===== config.mk =====
export PLATFORM = sky130hd
export DESIGN_NAME = decodeStage_flat
export DESIGN_NICKNAME = d
export VERILOG_FILES = /design/src/source/corePkg.sv /design/src/source/stageBus.sv /design/src/source/decodeStage.sv /design/src/flat_wrapper.sv
export VERILOG_INCLUDE_DIRS = /design/src /design/src/source
export SDC_FILE = /design/constraint.sdc
export NUM_CORES = 2
export LEC_CHECK = 0
export BUFFER_PORTS_ARGS = -buffer_cell sky130_fd_sc_hd__clkbuf_2
export CORE_MARGIN = 2
export CORE_UTILIZATION = 45
export CTS_CLUSTER_DIAMETER = 60
export DETAILED_ROUTE_END_ITERATION = 16
export HOLD_SLACK_MARGIN = 0.02
export PLACE_DENSITY_LB_ADDON = 0.1
export SYNTH_ARGS = -nofsm -noshare
export SYNTH_HDL_FRONTEND = slang
export SYNTH_SLANG_ARGS = --single-unit
export TNS_END_PERCENT = 50

===== constraint.sdc =====
create_clock -name clock -period 4.1 [get_ports clock]
set_input_delay 0.615 -clock clock [delete_from_list [all_inputs] [get_ports clock]]
set_output_delay 0.615 -clock clock [all_outputs]
set_load 0.02 [all_outputs]

===== src/source/core_config.svh =====
`ifndef CORE_CONFIG_SVH
`define CORE_CONFIG_SVH

// Datapath and storage sizes
`define DATA_WIDTH 32
`define REG_COUNT  32
`define MEM_DEPTH  4096

// Primary opcodes, instruction bits 31:26
`define OP_RTYPE 6'h00
`define OP_ADDI  6'h08
`define OP_LW    6'h23
`define OP_SW    6'h2b

// R-type function codes, instruction bits 5:0
`define FN_SLL   6'h00
`define FN_SLLV  6'h04
`define FN_ADD   6'h20
`define FN_SUB   6'h22
`define FN_AND   6'h24
`define FN_OR    6'h25
`define FN_XOR   6'h26
`define FN_NOR   6'h27
`define FN_SLT   6'h2a

`endif


===== src/source/corePkg.sv =====
`include "core_config.svh"

package corePkg;

  // R-type view of an instruction word
  typedef struct packed {
    logic [5:0] opcode;
    logic [4:0] rs;
    logic [4:0] rt;
    logic [4:0] rd;
    logic [4:0] shamt;
    logic [5:0] funct;
  } rTypeFields;

  // I-type view, same word with a 16-bit immediate in the low half
  typedef struct packed {
    logic [5:0]  opcode;
    logic [4:0]  rs;
    logic [4:0]  rt;
    logic [15:0] imm;
  } iTypeFields;

  // One instruction word, read through either view
  typedef union packed {
    rTypeFields rType;
    iTypeFields iType;
  } instrWord;

  // ALU operation codes
  typedef enum logic [3:0] {
    aluAnd  = 4'd0,
    aluOr   = 4'd1,
    aluAdd  = 4'd2,
    aluSll  = 4'd4,
    aluSllv = 4'd5,
    aluSub  = 4'd6,
    aluSlt  = 4'd7,
    aluXor  = 4'd11,
    aluNor  = 4'd12
  } aluOp;

  // Decode to execute payload
  typedef struct packed {
    aluOp                   op;
    logic [`DATA_WIDTH-1:0] opA;
    logic [`DATA_WIDTH-1:0] opB;
    logic [4:0]             shamt;
    logic [4:0]             destReg;
    logic [`DATA_WIDTH-1:0] storeData;
    logic                   isLoad;
    logic                   isStore;
    logic                   writesReg;
  } execPayload;

  // Execute to memory payload
  typedef struct packed {
    // Doubles as the byte address for lw and sw
    logic [`DATA_WIDTH-1:0] result;
    logic [`DATA_WIDTH-1:0] storeData;
    logic [4:0]             destReg;
    logic                   isLoad;
    logic                   isStore;
    logic                   writesReg;
  } memPayload;

endpackage


===== src/source/stageBus.sv =====
`timescale 1ns/1ps
`include "core_config.svh"

// Decode to execute link, with the execute forwarding path running back
interface execBus
  import corePkg::*;
();
  logic                   valid;
  execPayload             payload;
  // Registered ALU result of the execute stage
  logic                   fwdValid;
  logic                   loadPending;
  logic [4:0]             fwdReg;
  logic [`DATA_WIDTH-1:0] fwdData;

  modport decode (output valid, payload, input fwdValid, loadPending, fwdReg, fwdData);
  modport execute (input valid, payload, output fwdValid, loadPending, fwdReg, fwdData);
endinterface


// Register file write port, also the second forwarding source
interface writeBus
  import corePkg::*;
();
  logic                   wen;
  logic [4:0]             wa;
  logic [`DATA_WIDTH-1:0] wd;

  modport source (output wen, wa, wd);
  modport sink (input wen, wa, wd);
endinterface


===== src/source/decodeStage.sv =====
`timescale 1ns/1ps
`include "core_config.svh"

module decodeStage
  import corePkg::*;
(
  input  logic     clock,
  input  logic     reset,
  input  logic     instrReq,
  input  instrWord instr,
  output logic     instrAck,
  execBus.decode   ex,
  writeBus.sink    wb
);

  // Register file array
  logic [`DATA_WIDTH-1:0] regs [`REG_COUNT];

  logic [5:0]             opcode;
  logic [4:0]             rs;
  logic [4:0]             rt;
  logic [`DATA_WIDTH-1:0] signImm;
  logic [`DATA_WIDTH-1:0] rsValue;
  logic [`DATA_WIDTH-1:0] rtValue;
  logic                   stall;
  logic                   accept;
  execPayload             decoded;

  // Operand pick: execute result, then writeback bypass, then stored value
  function automatic logic [`DATA_WIDTH-1:0] readOperand(input logic [4:0] ra);
    logic [`DATA_WIDTH-1:0] value;
    if (ra == 5'd0)
      value = '0;
    else if (ex.fwdValid && ex.fwdReg == ra)
      value = ex.fwdData;
    else if (wb.wen && wb.wa == ra)
      // Write-through, value lands in the array on this edge
      value = wb.wd;
    else
      value = regs[ra];
    return value;
  endfunction

  // Fields shared by both views
  assign opcode = instr.rType.opcode;
  assign rs = instr.rType.rs;
  assign rt = instr.rType.rt;
  assign signImm = {{16{instr.iType.imm[15]}}, instr.iType.imm};

  always_comb
  begin
    rsValue = readOperand(rs);
    rtValue = readOperand(rt);
  end

  // Load still in execute, its data not ready until writeback
  assign stall = ex.loadPending && ex.fwdReg != 5'd0 && (ex.fwdReg == rs || ex.fwdReg == rt);
  assign accept = instrReq && !instrAck && !stall;

  always_comb
  begin
    decoded = '0;
    decoded.op = aluAdd;
    decoded.opA = rsValue;
    decoded.opB = rtValue;
    decoded.shamt = instr.rType.shamt;
    decoded.destReg = instr.rType.rd;
    decoded.storeData = rtValue;
    case (opcode)
      `OP_RTYPE:
      begin
        decoded.writesReg = 1'b1;
        case (instr.rType.funct)
          `FN_AND:  decoded.op = aluAnd;
          `FN_OR:   decoded.op = aluOr;
          `FN_ADD:  decoded.op = aluAdd;
          `FN_SUB:  decoded.op = aluSub;
          `FN_SLT:  decoded.op = aluSlt;
          `FN_XOR:  decoded.op = aluXor;
          `FN_NOR:  decoded.op = aluNor;
          `FN_SLL:  decoded.op = aluSll;
          `FN_SLLV: decoded.op = aluSllv;
          // Unsupported funct retires nothing
          default:  decoded.writesReg = 1'b0;
        endcase
      end
      // I-type, add with sign-extended immediate, rt is the target
      `OP_ADDI:
      begin
        decoded.opB = signImm;
        decoded.destReg = rt;
        decoded.writesReg = 1'b1;
      end
      `OP_LW:
      begin
        decoded.opB = signImm;
        decoded.destReg = rt;
        decoded.isLoad = 1'b1;
        decoded.writesReg = 1'b1;
      end
      `OP_SW:
      begin
        decoded.opB = signImm;
        decoded.destReg = rt;
        decoded.isStore = 1'b1;
      end
      default:
      begin
        decoded.writesReg = 1'b0;
      end
    endcase
  end

  // Four-phase acceptance, ack drops once req has dropped
  always_ff @(posedge clock or negedge reset)
  begin
    if (!reset)
    begin
      instrAck <= 1'b0;
      ex.valid <= 1'b0;
    end
    else
    begin
      ex.valid <= accept;
      if (accept)
        instrAck <= 1'b1;
      else if (!instrReq)
        instrAck <= 1'b0;
    end
  end

  always_ff @(posedge clock)
  begin
    if (accept)
      ex.payload <= decoded;
  end

  // Register i starts as i, entry 0 never updated
  always_ff @(posedge clock or negedge reset)
  begin
    if (!reset)
    begin
      for (int i = 0; i < `REG_COUNT; i++)
        regs[i] <= `DATA_WIDTH'(i);
    end
    else if (wb.wen && wb.wa != 5'd0)
      regs[wb.wa] <= wb.wd;
  end

  // Ack only answers a pending request
  ackNeedsReq: assert property (@(posedge clock) disable iff (!reset)
    $rose(instrAck) |-> $past(instrReq));

  // Writeback side keeps register 0 off the write port
  noZeroWrite: assert property (@(posedge clock) disable iff (!reset)
    wb.wen |-> wb.wa != 5'd0);

endmodule


===== src/flat_wrapper.sv =====
// flat-port wrapper written by rule: the top's interface ports become plain ports
module decodeStage_flat import corePkg::*;
  (clock, reset, instrReq, instr, instrAck, ex_valid, ex_payload, ex_fwdValid, ex_loadPending, ex_fwdReg, ex_fwdData, wb_wen, wb_wa, wb_wd);
  execBus ex_i ();
  writeBus wb_i ();
  input  logic clock;
  input  logic reset;
  input  logic instrReq;
  input  instrWord instr;
  output logic instrAck;
  output wire logic [$bits(ex_i.valid)-1:0] ex_valid;
  output wire logic [$bits(ex_i.payload)-1:0] ex_payload;
  input wire logic [$bits(ex_i.fwdValid)-1:0] ex_fwdValid;
  input wire logic [$bits(ex_i.loadPending)-1:0] ex_loadPending;
  input wire logic [$bits(ex_i.fwdReg)-1:0] ex_fwdReg;
  input wire logic [$bits(ex_i.fwdData)-1:0] ex_fwdData;
  input wire logic [$bits(wb_i.wen)-1:0] wb_wen;
  input wire logic [$bits(wb_i.wa)-1:0] wb_wa;
  input wire logic [$bits(wb_i.wd)-1:0] wb_wd;
  assign ex_valid = ex_i.valid;
  assign ex_payload = ex_i.payload;
  assign ex_i.fwdValid = ex_fwdValid;
  assign ex_i.loadPending = ex_loadPending;
  assign ex_i.fwdReg = ex_fwdReg;
  assign ex_i.fwdData = ex_fwdData;
  assign wb_i.wen = wb_wen;
  assign wb_i.wa = wb_wa;
  assign wb_i.wd = wb_wd;
  decodeStage u_core (.clock(clock), .reset(reset), .instrReq(instrReq), .instr(instr), .instrAck(instrAck), .ex(ex_i), .wb(wb_i));
endmodule

==> out/qor.yml <==
vias: 44000
synth-edff-count: 113
syn2layout_area_growth_pct: 13.5
initial_core_util_pct: 45.2
dp_hpwl_um: 138000
cts.sinks: 1139
setup-tns-final_ns: 0
crit_path_start_kind: "primary input"
nets: 4915
peakVddDrop_mv: 0.512
rsz0062_at_grt: "false"
synthCells: 4746
max_slew_margin_pct: 15.1
seq_area_frac_synth_pct: 47.8
grt_usage_pct: 32.4
p_leak_nw: 31.1
drt_iter0_drc: 4402
vias_per_cell: 6.56
globalRoute.totalOverflow: 0
wirelength_um: 226000
core_um2: 135000
clkLatencyLatePin_ns: 0.78
final.min_clock_period_ns: 3.18
die_area_um2: 138000
die_x_um: 372
ys_seq_elements: 1139
ys_warn_count: 0
min_path_type: "primary input to register"
slew_violations: 0
synthArstFlopShare_pct: 90.1
worst_pin_slew_ns: 1.27
drt_pass1_iterations: 10
grt_max_degree: 127
cts_max_level: 4
drive_above_1_share_pct: 38.9
crit_type: "primary input to register"
num_rows: 135
cts.root.buffer_cell: "clkbuf_16"
end_kind: "register"
first_global_vias: 43900
wl_per_cell_um: 33.7
final_core_util_pct: 51.3
place_ws_ns: 0.321
crit_path_cell_trace: "clkbuf_2 > buf_4 > xor2_1 > nor4_1 > and2_4 > buf_4 > a21oi_1 > or3_1 > a31oi_1"
syn-cell-area_um2: 61000
grt_first_pass_wirelength_um: 324000
cts_max_path_buffers: 3
setup_violations: 0
antenna_found_initial: 24
cts_tree: "done"
portBuffers: 226
final_antenna_net_count: 0
synthesis.nets: 4858
pin_count: 227
critPathTopFamily: "simple AND/OR/NAND/NOR gates"
max_stage_delay_ns: 0.68
postCtsSetupBuffers: 0
cts_buffers: 137
worstPathArrival_ns: 3.79
fmax_mhz: 315
crit_top_cell: "buf_4"
p_per_area_nw_per_um2: 495
clkTransAtPathRegs_ns: 0.06
die_h_um: 372
place.gp.congestion: 0.904
worstPathRequired_ns: 4.72
period_share_pct: 77.4
place_area_um2: 64500
cp_slowest_cell: "and2_4"
skew_ns: 0.0376
ys.flop_type: "dfrtp_1"
hold_viol: 0
fin_area_um2: 69200
max_cap_viol_count: 0
avgSynthCellArea_um2: 12.9
path_buf_inv: 3
run_status: "complete, no violations"
fin_ws_ns: 0.925
total_power_mw: 34.2
worstPathMaxFanout: 38
cts_resized: 0
drc_errors: 0
ys_types: 60
-- through the flow --
stage          instances  hold slack (ns)
3_3_place_gp        6440            0.386
6_report            6704           0.0735
4_1_cts             6699           0.0223
3_5_place_dp        6440            0.387
2_1_floorplan       4746            0.319
5_1_grt             6699           0.0439
-- sequential cells by signal (all words and copies together), names as in the netlist --
signal / cells
u_core.regs: 1024
u_core.ex.payload: 113
u_core.ex.valid: 1
u_core.instrAck: 1
-- repair_timing --
item / CTS / global route
hold buffers: 5 / 0
hold endpoints to repair: 54 / 0
endpoints found under the setup margin: 0 / 0
-- cells in the final DEF, fill, tap and decap left out, drive strengths merged, types with 10 or more instances in the layout --
cell	synthesis	final
mux2	1032	1032
dfrtp	946	946
mux2i	823	823
clkbuf	293	415
a22oi	371	371
buf	217	202
a21oi	196	196
edfxtp	113	113
mux4	102	102
dfstp	80	80
nand2	80	80
nand3	71	71
nor2	62	62
nor3	50	50
o22ai	38	38
clkinv	1	33
nand4	22	22
a41oi	21	21
a221o	21	21
o21ai	20	20
or3	17	17
o2bb2ai	16	16
inv	5	16
o41ai	16	16
a31oi	15	15
bufinv	0	14
o2111ai	13	13
or4	13	13
xnor2	11	11
nor2b	11	11
xor2	10	10
-- cell usage after synthesis (all sizes together) (15+ instances only) --
master | number | area [um^2]
dfstp | 80 | 2100
nor2 | 62 | 233
or3 | 17 | 106
a21oi | 196 | 981
mux2 | 1032 | 11600
edfxtp | 113 | 3390
clkbuf | 293 | 1100
nand3 | 71 | 360
a41oi | 21 | 184
o22ai | 38 | 238
buf | 217 | 1290
o41ai | 16 | 200
nand2 | 80 | 300
nor3 | 50 | 250
o2bb2ai | 16 | 140
a22oi | 371 | 2790
o21ai | 20 | 100
dfrtp | 946 | 23700
a31oi | 15 | 93.8
nand4 | 22 | 138
mux2i | 823 | 8240
a221o | 21 | 210
mux4 | 102 | 2300
-- routing by layer --
metal  up-vias  track usage (%)  wire length, um
met5         -                0              203
met2      2053             48.9           100000
li1      18200                -                -
met3       521             8.15            19300
met4        30             13.7             9880
met1     23200             44.4            95900
-- power by group --
part | internal, mW | switching, mW | leakage (nW) | total, mW
Combinational | 3.28 | 3.06 | 14.7 | 6.34
Sequential | 13.6 | 1.57 | 14.1 | 15.1
Clock | 7.65 | 5.11 | 2.29 | 12.8
Total | 24.5 | 9.74 | 31.1 | 34.2
-- kinds of logic (layout without fill, tap and decap cells) --
group / count (synthesis) / after routing / share of synthesized area (%)
xor+xnor: 21 / 21 / 0.302
mux: 1957 / 1957 / 36.4
flops: 1139 / 1139 / 47.8
other cells: 0 / 5 / 0
compound gates: 747 / 747 / 8.57
buf+inv: 516 / 688 / 3.97
simple gates: 366 / 366 / 2.99
-- cell type report --
class,instances,area (um^2)
diodes,5,12.5
clock buffers,194,3960
clock inverters,60,723
fillers,11800,65800
inverters,6,22.5
multi-input cells,3091,29700
flip-flops and latches,1139,29200
well taps,1781,2230
repair buffers,428,3370
-- path summary, 6_finish.rpt --
check / cells past startpoint / start / slack [ns] / to
worst max-delay path: 9 / instr[18] / 0.92 / u_core.ex.payload[66]
worst min-delay path: 1 / instr[8] / 0.07 / u_core.ex.payload[42]
worst max register to register: 6 / u_core.regs[129] / 1.71 / u_core.ex.payload[46]
worst min register to register: 0 / u_core.regs[1003] / 0.40 / u_core.regs[1003]
max in group asynchronous: 3 / reset / 2.43 / u_core.regs[546]
min in group asynchronous: 2 / reset / 0.50 / u_core.regs[842]
Note: power is estimated with default switching activity, not from simulation.
