### src/source/core_config.svh
`ifndef CORE_CONFIG_SVH
`define CORE_CONFIG_SVH

// Datapath and storage sizes
`define DATA_WIDTH 32
`define REG_COUNT  32
`define MEM_DEPTH  4096

// Primary opcodes, instruction bits 31:26
`define OP_RTYPE 6'h00
`define OP_ADDI  6'h08
`define OP_LW    6'h23
`define OP_SW    6'h2b

// R-type function codes, instruction bits 5:0
`define FN_SLL   6'h00
`define FN_SLLV  6'h04
`define FN_ADD   6'h20
`define FN_SUB   6'h22
`define FN_AND   6'h24
`define FN_OR    6'h25
`define FN_XOR   6'h26
`define FN_NOR   6'h27
`define FN_SLT   6'h2a

`endif

### src/source/corePkg.sv
`include "core_config.svh"

package corePkg;

  // R-type view of an instruction word
  typedef struct packed {
    logic [5:0] opcode;
    logic [4:0] rs;
    logic [4:0] rt;
    logic [4:0] rd;
    logic [4:0] shamt;
    logic [5:0] funct;
  } rTypeFields;

  // I-type view, same word with a 16-bit immediate in the low half
  typedef struct packed {
    logic [5:0]  opcode;
    logic [4:0]  rs;
    logic [4:0]  rt;
    logic [15:0] imm;
  } iTypeFields;

  // One instruction word, read through either view
  typedef union packed {
    rTypeFields rType;
    iTypeFields iType;
  } instrWord;

  // ALU operation codes
  typedef enum logic [3:0] {
    aluAnd  = 4'd0,
    aluOr   = 4'd1,
    aluAdd  = 4'd2,
    aluSll  = 4'd4,
    aluSllv = 4'd5,
    aluSub  = 4'd6,
    aluSlt  = 4'd7,
    aluXor  = 4'd11,
    aluNor  = 4'd12
  } aluOp;

  // Decode to execute payload
  typedef struct packed {
    aluOp                   op;
    logic [`DATA_WIDTH-1:0] opA;
    logic [`DATA_WIDTH-1:0] opB;
    logic [4:0]             shamt;
    logic [4:0]             destReg;
    logic [`DATA_WIDTH-1:0] storeData;
    logic                   isLoad;
    logic                   isStore;
    logic                   writesReg;
  } execPayload;

  // Execute to memory payload
  typedef struct packed {
    // Doubles as the byte address for lw and sw
    logic [`DATA_WIDTH-1:0] result;
    logic [`DATA_WIDTH-1:0] storeData;
    logic [4:0]             destReg;
    logic                   isLoad;
    logic                   isStore;
    logic                   writesReg;
  } memPayload;

endpackage

### src/source/stageBus.sv
`timescale 1ns/1ps
`include "core_config.svh"

// Decode to execute link, with the execute forwarding path running back
interface execBus
  import corePkg::*;
();
  logic                   valid;
  execPayload             payload;
  // Registered ALU result of the execute stage
  logic                   fwdValid;
  logic                   loadPending;
  logic [4:0]             fwdReg;
  logic [`DATA_WIDTH-1:0] fwdData;

  modport decode (output valid, payload, input fwdValid, loadPending, fwdReg, fwdData);
  modport execute (input valid, payload, output fwdValid, loadPending, fwdReg, fwdData);
endinterface

// Execute to memory link
interface memBus
  import corePkg::*;
();
  logic      valid;
  memPayload payload;

  modport source (output valid, payload);
  modport memory (input valid, payload);
endinterface


### src/source/executeStage.sv
`timescale 1ns/1ps
`include "core_config.svh"

module executeStage
  import corePkg::*;
(
  input  logic    clock,
  input  logic    reset,
  execBus.execute ex,
  memBus.source   mem
);

  logic [`DATA_WIDTH-1:0] aluResult;
  logic                   memValid;
  memPayload              memEntry;

  // ALU over the decoded operands
  always_comb
  begin
    case (ex.payload.op)
      aluAnd:  aluResult = ex.payload.opA & ex.payload.opB;
      aluOr:   aluResult = ex.payload.opA | ex.payload.opB;
      aluAdd:  aluResult = ex.payload.opA + ex.payload.opB;
      aluSub:  aluResult = ex.payload.opA - ex.payload.opB;
      // Signed compare
      aluSlt:
      begin
        if ($signed(ex.payload.opA) < $signed(ex.payload.opB))
          aluResult = `DATA_WIDTH'(1);
        else
          aluResult = '0;
      end
      aluXor:  aluResult = ex.payload.opA ^ ex.payload.opB;
      aluNor:  aluResult = ~(ex.payload.opA | ex.payload.opB);
      // Shift B by the instruction shamt
      aluSll:  aluResult = ex.payload.opB << ex.payload.shamt;
      // Shift B by the low five bits of A
      aluSllv: aluResult = ex.payload.opB << ex.payload.opA[4:0];
      default: aluResult = '0;
    endcase
  end

  always_ff @(posedge clock or negedge reset)
  begin
    if (!reset)
      memValid <= 1'b0;
    else
      memValid <= ex.valid;
  end

  // Result plus the rest of the payload, held for one cycle
  always_ff @(posedge clock)
  begin
    if (ex.valid)
    begin
      memEntry.result <= aluResult;
      memEntry.storeData <= ex.payload.storeData;
      memEntry.destReg <= ex.payload.destReg;
      memEntry.isLoad <= ex.payload.isLoad;
      memEntry.isStore <= ex.payload.isStore;
      memEntry.writesReg <= ex.payload.writesReg;
    end
  end

  assign mem.valid = memValid;
  assign mem.payload = memEntry;

  // Forward the held result unless it is only a load address
  assign ex.fwdValid = memValid && memEntry.writesReg && !memEntry.isLoad
                       && memEntry.destReg != 5'd0;
  assign ex.loadPending = memValid && memEntry.isLoad;
  assign ex.fwdReg = memEntry.destReg;
  assign ex.fwdData = memEntry.result;

  // Decode only issues known operations
  knownAluOp: assert property (@(posedge clock) disable iff (!reset)
    ex.valid |-> ex.payload.op inside {aluAnd, aluOr, aluAdd, aluSll, aluSllv,
                                       aluSub, aluSlt, aluXor, aluNor});

endmodule

### src/flat_wrapper.sv
// flat-port wrapper written by rule: the top's interface ports become plain ports
module executeStage_flat import corePkg::*;
  (clock, reset, ex_valid, ex_payload, ex_fwdValid, ex_loadPending, ex_fwdReg, ex_fwdData, mem_valid, mem_payload);
  execBus ex_i ();
  memBus mem_i ();
  input  logic clock;
  input  logic reset;
  input wire logic [$bits(ex_i.valid)-1:0] ex_valid;
  input wire logic [$bits(ex_i.payload)-1:0] ex_payload;
  output wire logic [$bits(ex_i.fwdValid)-1:0] ex_fwdValid;
  output wire logic [$bits(ex_i.loadPending)-1:0] ex_loadPending;
  output wire logic [$bits(ex_i.fwdReg)-1:0] ex_fwdReg;
  output wire logic [$bits(ex_i.fwdData)-1:0] ex_fwdData;
  output wire logic [$bits(mem_i.valid)-1:0] mem_valid;
  output wire logic [$bits(mem_i.payload)-1:0] mem_payload;
  assign ex_i.valid = ex_valid;
  assign ex_i.payload = ex_payload;
  assign ex_fwdValid = ex_i.fwdValid;
  assign ex_loadPending = ex_i.loadPending;
  assign ex_fwdReg = ex_i.fwdReg;
  assign ex_fwdData = ex_i.fwdData;
  assign mem_valid = mem_i.valid;
  assign mem_payload = mem_i.payload;
  executeStage u_core (.clock(clock), .reset(reset), .ex(ex_i), .mem(mem_i));
endmodule
### config.mk
export PLATFORM = sky130hd
export DESIGN_NAME = executeStage_flat
export DESIGN_NICKNAME = d
export VERILOG_FILES = /design/src/source/corePkg.sv /design/src/source/stageBus.sv /design/src/source/executeStage.sv /design/src/flat_wrapper.sv
export VERILOG_INCLUDE_DIRS = /design/src /design/src/source
export SDC_FILE = /design/constraint.sdc
export NUM_CORES = 1
export LEC_CHECK = 0
export ABC_AREA = 1
export BUFFER_PORTS_ARGS = -buffer_cell sky130_fd_sc_hd__buf_2
export CAP_MARGIN = 20
export CORE_UTILIZATION = 25
export CTS_CLUSTER_SIZE = 28
export DETAILED_ROUTE_END_ITERATION = 10
export PLACE_DENSITY = 0.52
export SLEW_MARGIN = 20
export SYNTH_ARGS = -nofsm -noshare
export SYNTH_HDL_FRONTEND = slang
export SYNTH_SLANG_ARGS = --single-unit
### constraint.sdc
create_clock -name clock -period 1.95 [get_ports clock]
set_input_delay 0.2925 -clock clock [delete_from_list [all_inputs] [get_ports clock]]
set_output_delay 0.2925 -clock clock [all_outputs]
set_load 0.01 [all_outputs]
==> results of run 1 <==
-- layout make-up --
type                            count  area, µm²  area share (%)
Sequential cell                    73       2187           12.18
Inverter                          250      975.9           5.434
Timing Repair Buffer              719       5281           29.41
Multi-Input combinational cell   1233       8556           47.64
Clock inverter                      7      68.82          0.3832
Tap cell                          532      665.6           3.706
Clock buffer                        9      225.2           1.254
-- routing by layer --
metal	wire length, µm	GRT usage [%]
met1	25650	36.12
met2	25260	40.72
met3	3476	2.740
met4	1481	6.746
met5	0	0
-- where the power goes --
part	switching (W)	internal, W
Combinational	0.00266	0.00209
Clock	0.000759	0.000986
Sequential	0.0000678	0.00190
Total	0.00349	0.00497
-- kinds of logic (layout without fill, tap and decap cells) --
group                    after synthesis  after routing  share of synthesized area, %
buffers and inverters                350            985                         14.67
adder cells (fa/ha/maj)              105            105                         12.83
AND/OR/NAND/NOR                      863            864                         35.90
AO/OA/AOI/OAI                        258            258                         14.97
flip-flops                            73             73                         21.12
XOR/XNOR                               6              6                        0.5075
-- timing repair --
action                                 4_1_cts  5_1_grt
endpoints found under the hold margin        1        0
gates resized for setup                    179      358
pin swaps                                   42      117
cloned                                       1        3
hold buffers                                 1        0
setup buffers                               18       19
setup endpoints to repair                   27       30
-- critical path, cell delays in order --
cell and delay, ps:
buf_8 80, inv_6 30, nor2_4 140, nand2_4 110, buf_6 160, o21ai_4 280, buf_8 210, buf_6 130
nand3_4 90, nand3_4 80, nand3_2 80, nand2_2 100, nor2_2 40, nor2_2 150, nand3_1 120
-- cells in the mapped netlist (23+ instances only) --
library cell | count | area [µm²]
a21oi_1 | 86 | 430.4
buf_2 | 23 | 115.1
buf_4 | 39 | 292.8
clkbuf_1 | 33 | 123.9
edfxtp_1 | 72 | 2162
ha_1 | 103 | 1289
inv_1 | 247 | 927.1
nand2_1 | 405 | 1520
nand3_1 | 258 | 1291
nand4_1 | 26 | 162.7
nor2_1 | 138 | 518.0
o21ai_0 | 74 | 370.4
-- stage by stage --
step	util (%)	worst slack [ps]	power [W]	hold WS [ps]	std cells
after floorplan	-	-48.10	0.003839	-3.091	1655
after global placement	37.49	-767.9	0.005868	67.94	2769
after detailed placement	37.49	-734.7	0.005879	68.06	2769
after CTS	40.27	-15.73	0.007980	65.33	2805
after global routing	43.98	-100.7	0.008960	71.12	2823
final	43.98	-49.51	0.008461	93.36	2823
-- flip-flops by register name, summed over array words and instances (netlist names) --
register,flops
u_core.mem.payload,35
u_core.ex.fwdData,32
u_core.ex.fwdReg,5
u_core.mem.valid,1
-- worst max-delay path by stage --
stage / startpoint / endpoint
after floorplan: ex_payload[55] / u_core.ex.fwdData[31]$_DFFE_PP_
after global placement: ex_payload[56] / u_core.ex.fwdData[28]$_DFFE_PP_
after detailed placement: ex_payload[56] / u_core.ex.fwdData[24]$_DFFE_PP_
after CTS: ex_payload[66] / u_core.ex.fwdData[31]$_DFFE_PP_
after global routing: ex_payload[111] / u_core.ex.fwdData[31]$_DFFE_PP_
final: ex_payload[111] / u_core.ex.fwdData[27]$_DFFE_PP_
==> impl_results.md, run 1 <==
- Outcome: complete, but fails checks
- Failing checks: negative setup slack
- Predominant post-synthesis flop cell: edfxtp_1
- Final Slew Violations: 0
- Peak VDD IR: 0.0002766 V
- Largest net degree at the start of global routing: 34
- Starting Density: 25.36%
- Pleak: 8.721 nW
- I/O pin total: 228
- Slew margin rel.: 61.98%
- Port-buffer cells: 227
- Vias: 14020
- Layout cells sized above 1: 49.28%
- Die width: 205.5 µm
- Crit Path Class: input port to register
- Hold Path Class: input port to register
- Total of max-cap violations: 0
- DRT Wirelength: 55860 µm
- Worst Hold Endpoint: u_core.mem.payload[1]$_DFFE_PP_
- TritonCTS clock tree: yes
- Most frequent cells in the layout: buf_4, nand2_1, buf_2
- Hold path startpoint: ex_payload[1]
- CTS buffer count: 9
- Type of origin of the critical path: input port
- Crit share post-route: 102.5%
- Root Buffer: clkbuf_16
- Vias in the first global route: 13190
- Critical path endpoint category: register
- Antenna Nets Post-Route: 0
- Pre-Repair DR Iteration Count: 7
- # DRC: 0
- Clock buffer depth: 2
- Most common cell after layout, fill and taps aside: buf_4
- Core box area: 40830 µm²
- Cell area after placement: 15310 µm²
- Synthesized cell area: 10350 µm²
- Pwr Density: 471.1 nW/µm²
- GP Congestion: 0.9843
- Syn-to-layout area delta: 73.44%
- Fillers: 4205
- Final net count: 2507
- Cells after Synth: 1655
- Number of synthesized flops with an enable pin: 72
- RSZ-0062 raised after global routing: true
- F_max: 500.1 MHz
- Crit-path max FO: 7
- Mean Syn Cell Area: 6.257 µm²
- Sequential cell area fraction in the yosys report: 21.12%
- Post-layout min period: 2000 ps
- Asr flop ratio synth: 1.370%
- Antenna diodes: 0
- Setup ws final: -49.51 ps
- Distinct cells, synth: 43
- Syn nets: 1876
- # setup viols final: 7
- All-Layer GR Usage: 25.50%
- Final Hold Viols: 0
- First-pass GRT wire length: 79030 µm
- CTS clock-pin slew for the worst setup and hold paths: 70 ps
- Flops & latches, synth: 73
- Arr. time, crit path: 2120 ps
- Clk sinks: 73
- Worst EP required: 2070 ps
- Drt initial violations: 1081
- Actual slew at the worst max-slew pin: 555.9 ps
- Vias/cell: 4.965
- Setup TNS: -196.3 ps
- Total grt overflow: 0
- Die ar.: 42240 µm²
- Placed wire-length estimate: 46480 µm
- Hold Path Stages: 1
- Total number of yosys warnings: 0
- Finished Cell Area: 17960 µm²
- Htree depth: 3
- Die H: 205.5 µm
- # rows: 74
- WL/cell: 19.79 µm
- Initial antenna violation count: 0
Power figures use the tool's default switching activity.
==> inputs of run 2 (changes only) <==
- CORE_MARGIN: not set -> 1.5
==> run 2 against run 1 <==
Effect of this change:
- the run still ends with negative setup slack left
- count of clock-buffer cells in the layout unchanged
- setup slack worse by 59 ps
- critical path depth stayed put
- sequential cell count stayed put
- cell area increased by 1.9%
- cell count grew 0.67%
- first-iteration DRC count grew 25%
- utilization grew 0.83 points
- worst hold slack worse by 3.8 ps
- power rose by 3.3%
- global-route usage increased by 0.56 points
- sequential power barely moved
- critical path type unchanged
- highest routed layer unchanged
==> impl_results.md, run 2 (same netlist as run 1, synthesis figures left out) <==
- Outcome: complete, but fails checks
- Failing checks: negative setup slack
- Vias/cell: 5.101
- Cell area after placement: 15180 µm²
- Most common cell after layout, fill and taps aside: buf_4
- Pwr Density: 477.7 nW/µm²
- Critical path endpoint category: register
- Worst hold slack: 89.58 ps
- Largest net degree at the start of global routing: 30
- Total of max-cap violations: 0
- Pleak: 8.882 nW
- Clk sinks: 73
- Type of origin of the critical path: input port
- Clock buffer depth: 2
- Starting Density: 25.36%
- Final Hold Viols: 0
- Worst EP required: 2190 ps
- Die ar.: 42650 µm²
- Antenna diodes: 0
- Most frequent cells in the layout: buf_4, nand2_1, buf_2
- Setup ws final: -108.4 ps
- Slew margin rel.: 65.72%
- Port-buffer cells: 227
- # rows: 74
- Worst slack, placed: -763.0 ps
- Core box area: 40830 µm²
- # DRC: 0
- All-Layer GR Usage: 26.06%
- CTS buffer count: 9
- Htree depth: 3
- Syn-to-layout area delta: 76.73%
- Crit share post-route: 105.6%
- Layout cells sized above 1: 50.26%
- Crit-path max FO: 8
- Busiest layer in global routing: met2
- RSZ-0062 raised after global routing: true
- F_max: 485.8 MHz
- M2 GR Usage: 41.22%
- Placed insts: 2752
- Peak VDD IR: 0.0003525 V
- Pre-Repair DR Iteration Count: 5
- Die H: 206.5 µm
- First-pass GRT wire length: 82440 µm
- Die width: 206.5 µm
- CTS clock-pin slew for the worst setup and hold paths: 80 ps
- Arr. time, crit path: 2290 ps
- Root Buffer: clkbuf_16
- # setup viols final: 9
- Vias in the first global route: 13540
- Total grt overflow: 0
- Final Slew Violations: 0
- Placed wire-length estimate: 46440 µm
- Grt met3 use: 3.169%
- Layout Cells excl Fill: 2842
- Post-layout min period: 2058 ps
- Hold Path Class: input port to register
- Crit Path Class: input port to register
- Max reg flops: 35
- GP Congestion: 0.9820
- Vias: 14500
- TritonCTS clock tree: yes
- Final net count: 2526
- Actual slew at the worst max-slew pin: 511.9 ps
- I/O pin total: 228
- Drt initial violations: 1347
- Initial antenna violation count: 0
- Met1 usage: 36.63%
- Fillers: 4132
- Finished Cell Area: 18300 µm²
- Antenna Nets Post-Route: 0
- DRT Wirelength: 57750 µm
- WL/cell: 20.32 µm
run 2: final timing paths:
kind	startpoint	to	slack, ps	depth (start not counted)
max in group asynchronous	reset	u_core.mem.valid$_DFF_PN0_	1620	2
min in group asynchronous	reset	u_core.mem.valid$_DFF_PN0_	250	2
setup / recovery	ex_payload[112]	u_core.ex.fwdData[28]$_DFFE_PP_	-110	15
hold / removal	ex_payload[23]	u_core.mem.payload[28]$_DFFE_PP_	90	1
run 2: per-stage QoR:
| stage | setup TNS [ps] | power (W) | util (%) |
|---|---|---|---|
| final | -467.8 | 0.008742 | 44.82 |
| after global routing | -1263 | 0.009217 | 44.82 |
| after CTS | -49.12 | 0.008235 | 41.45 |
| after detailed placement | -17630 | 0.005854 | 37.18 |
| after global placement | -17770 | 0.005843 | 37.18 |
| after floorplan | -222.2 | 0.003839 | - |
run 2: layer usage:
metal / up-vias / wire [µm]
met2: 716 / 25780
met5: - / 0
li1: 6789 / -
met4: 0 / 1756
met1: 6896 / 25850
met3: 95 / 4359
run 2: final cells by class:
type                       count  area [µm²]  share of cell area, %
multi-input combinational   1232        8693                  47.50
timing repair buffer         739        5465                  29.86
sequential                    73        2187                  11.95
inverter                     250       968.4                  5.292
tap                          532       665.6                  3.637
clock buffer                   9       225.2                  1.231
clock inverter                 7       95.09                 0.5196
run 2: timing repair:
item	in CTS	in global routing
endpoints found under the setup margin	30	28
setup buffers	48	23
hold buffers	1	0
gates cloned	3	1
resized for setup	233	327
pin swaps	72	100
endpoints found under the hold margin	1	0
run 2: report_power, final:
part	switching, W	internal (W)
logic	0.00274	0.00215
clock network	0.000764	0.00112
registers	0.0000729	0.00190
run 2: critical path, stage by stage:
cell and delay [ps]:
buf_8 100, nor2_4 150, nand2_4 150, buf_6 160
o21ai_4 140, buf_12 140, buf_12 120, buf_12 150
buf_6 120, nand3_1 110, nand3_1 100, nand3_1 110
nand3_1 130, nand3_2 160, nand3_1 140
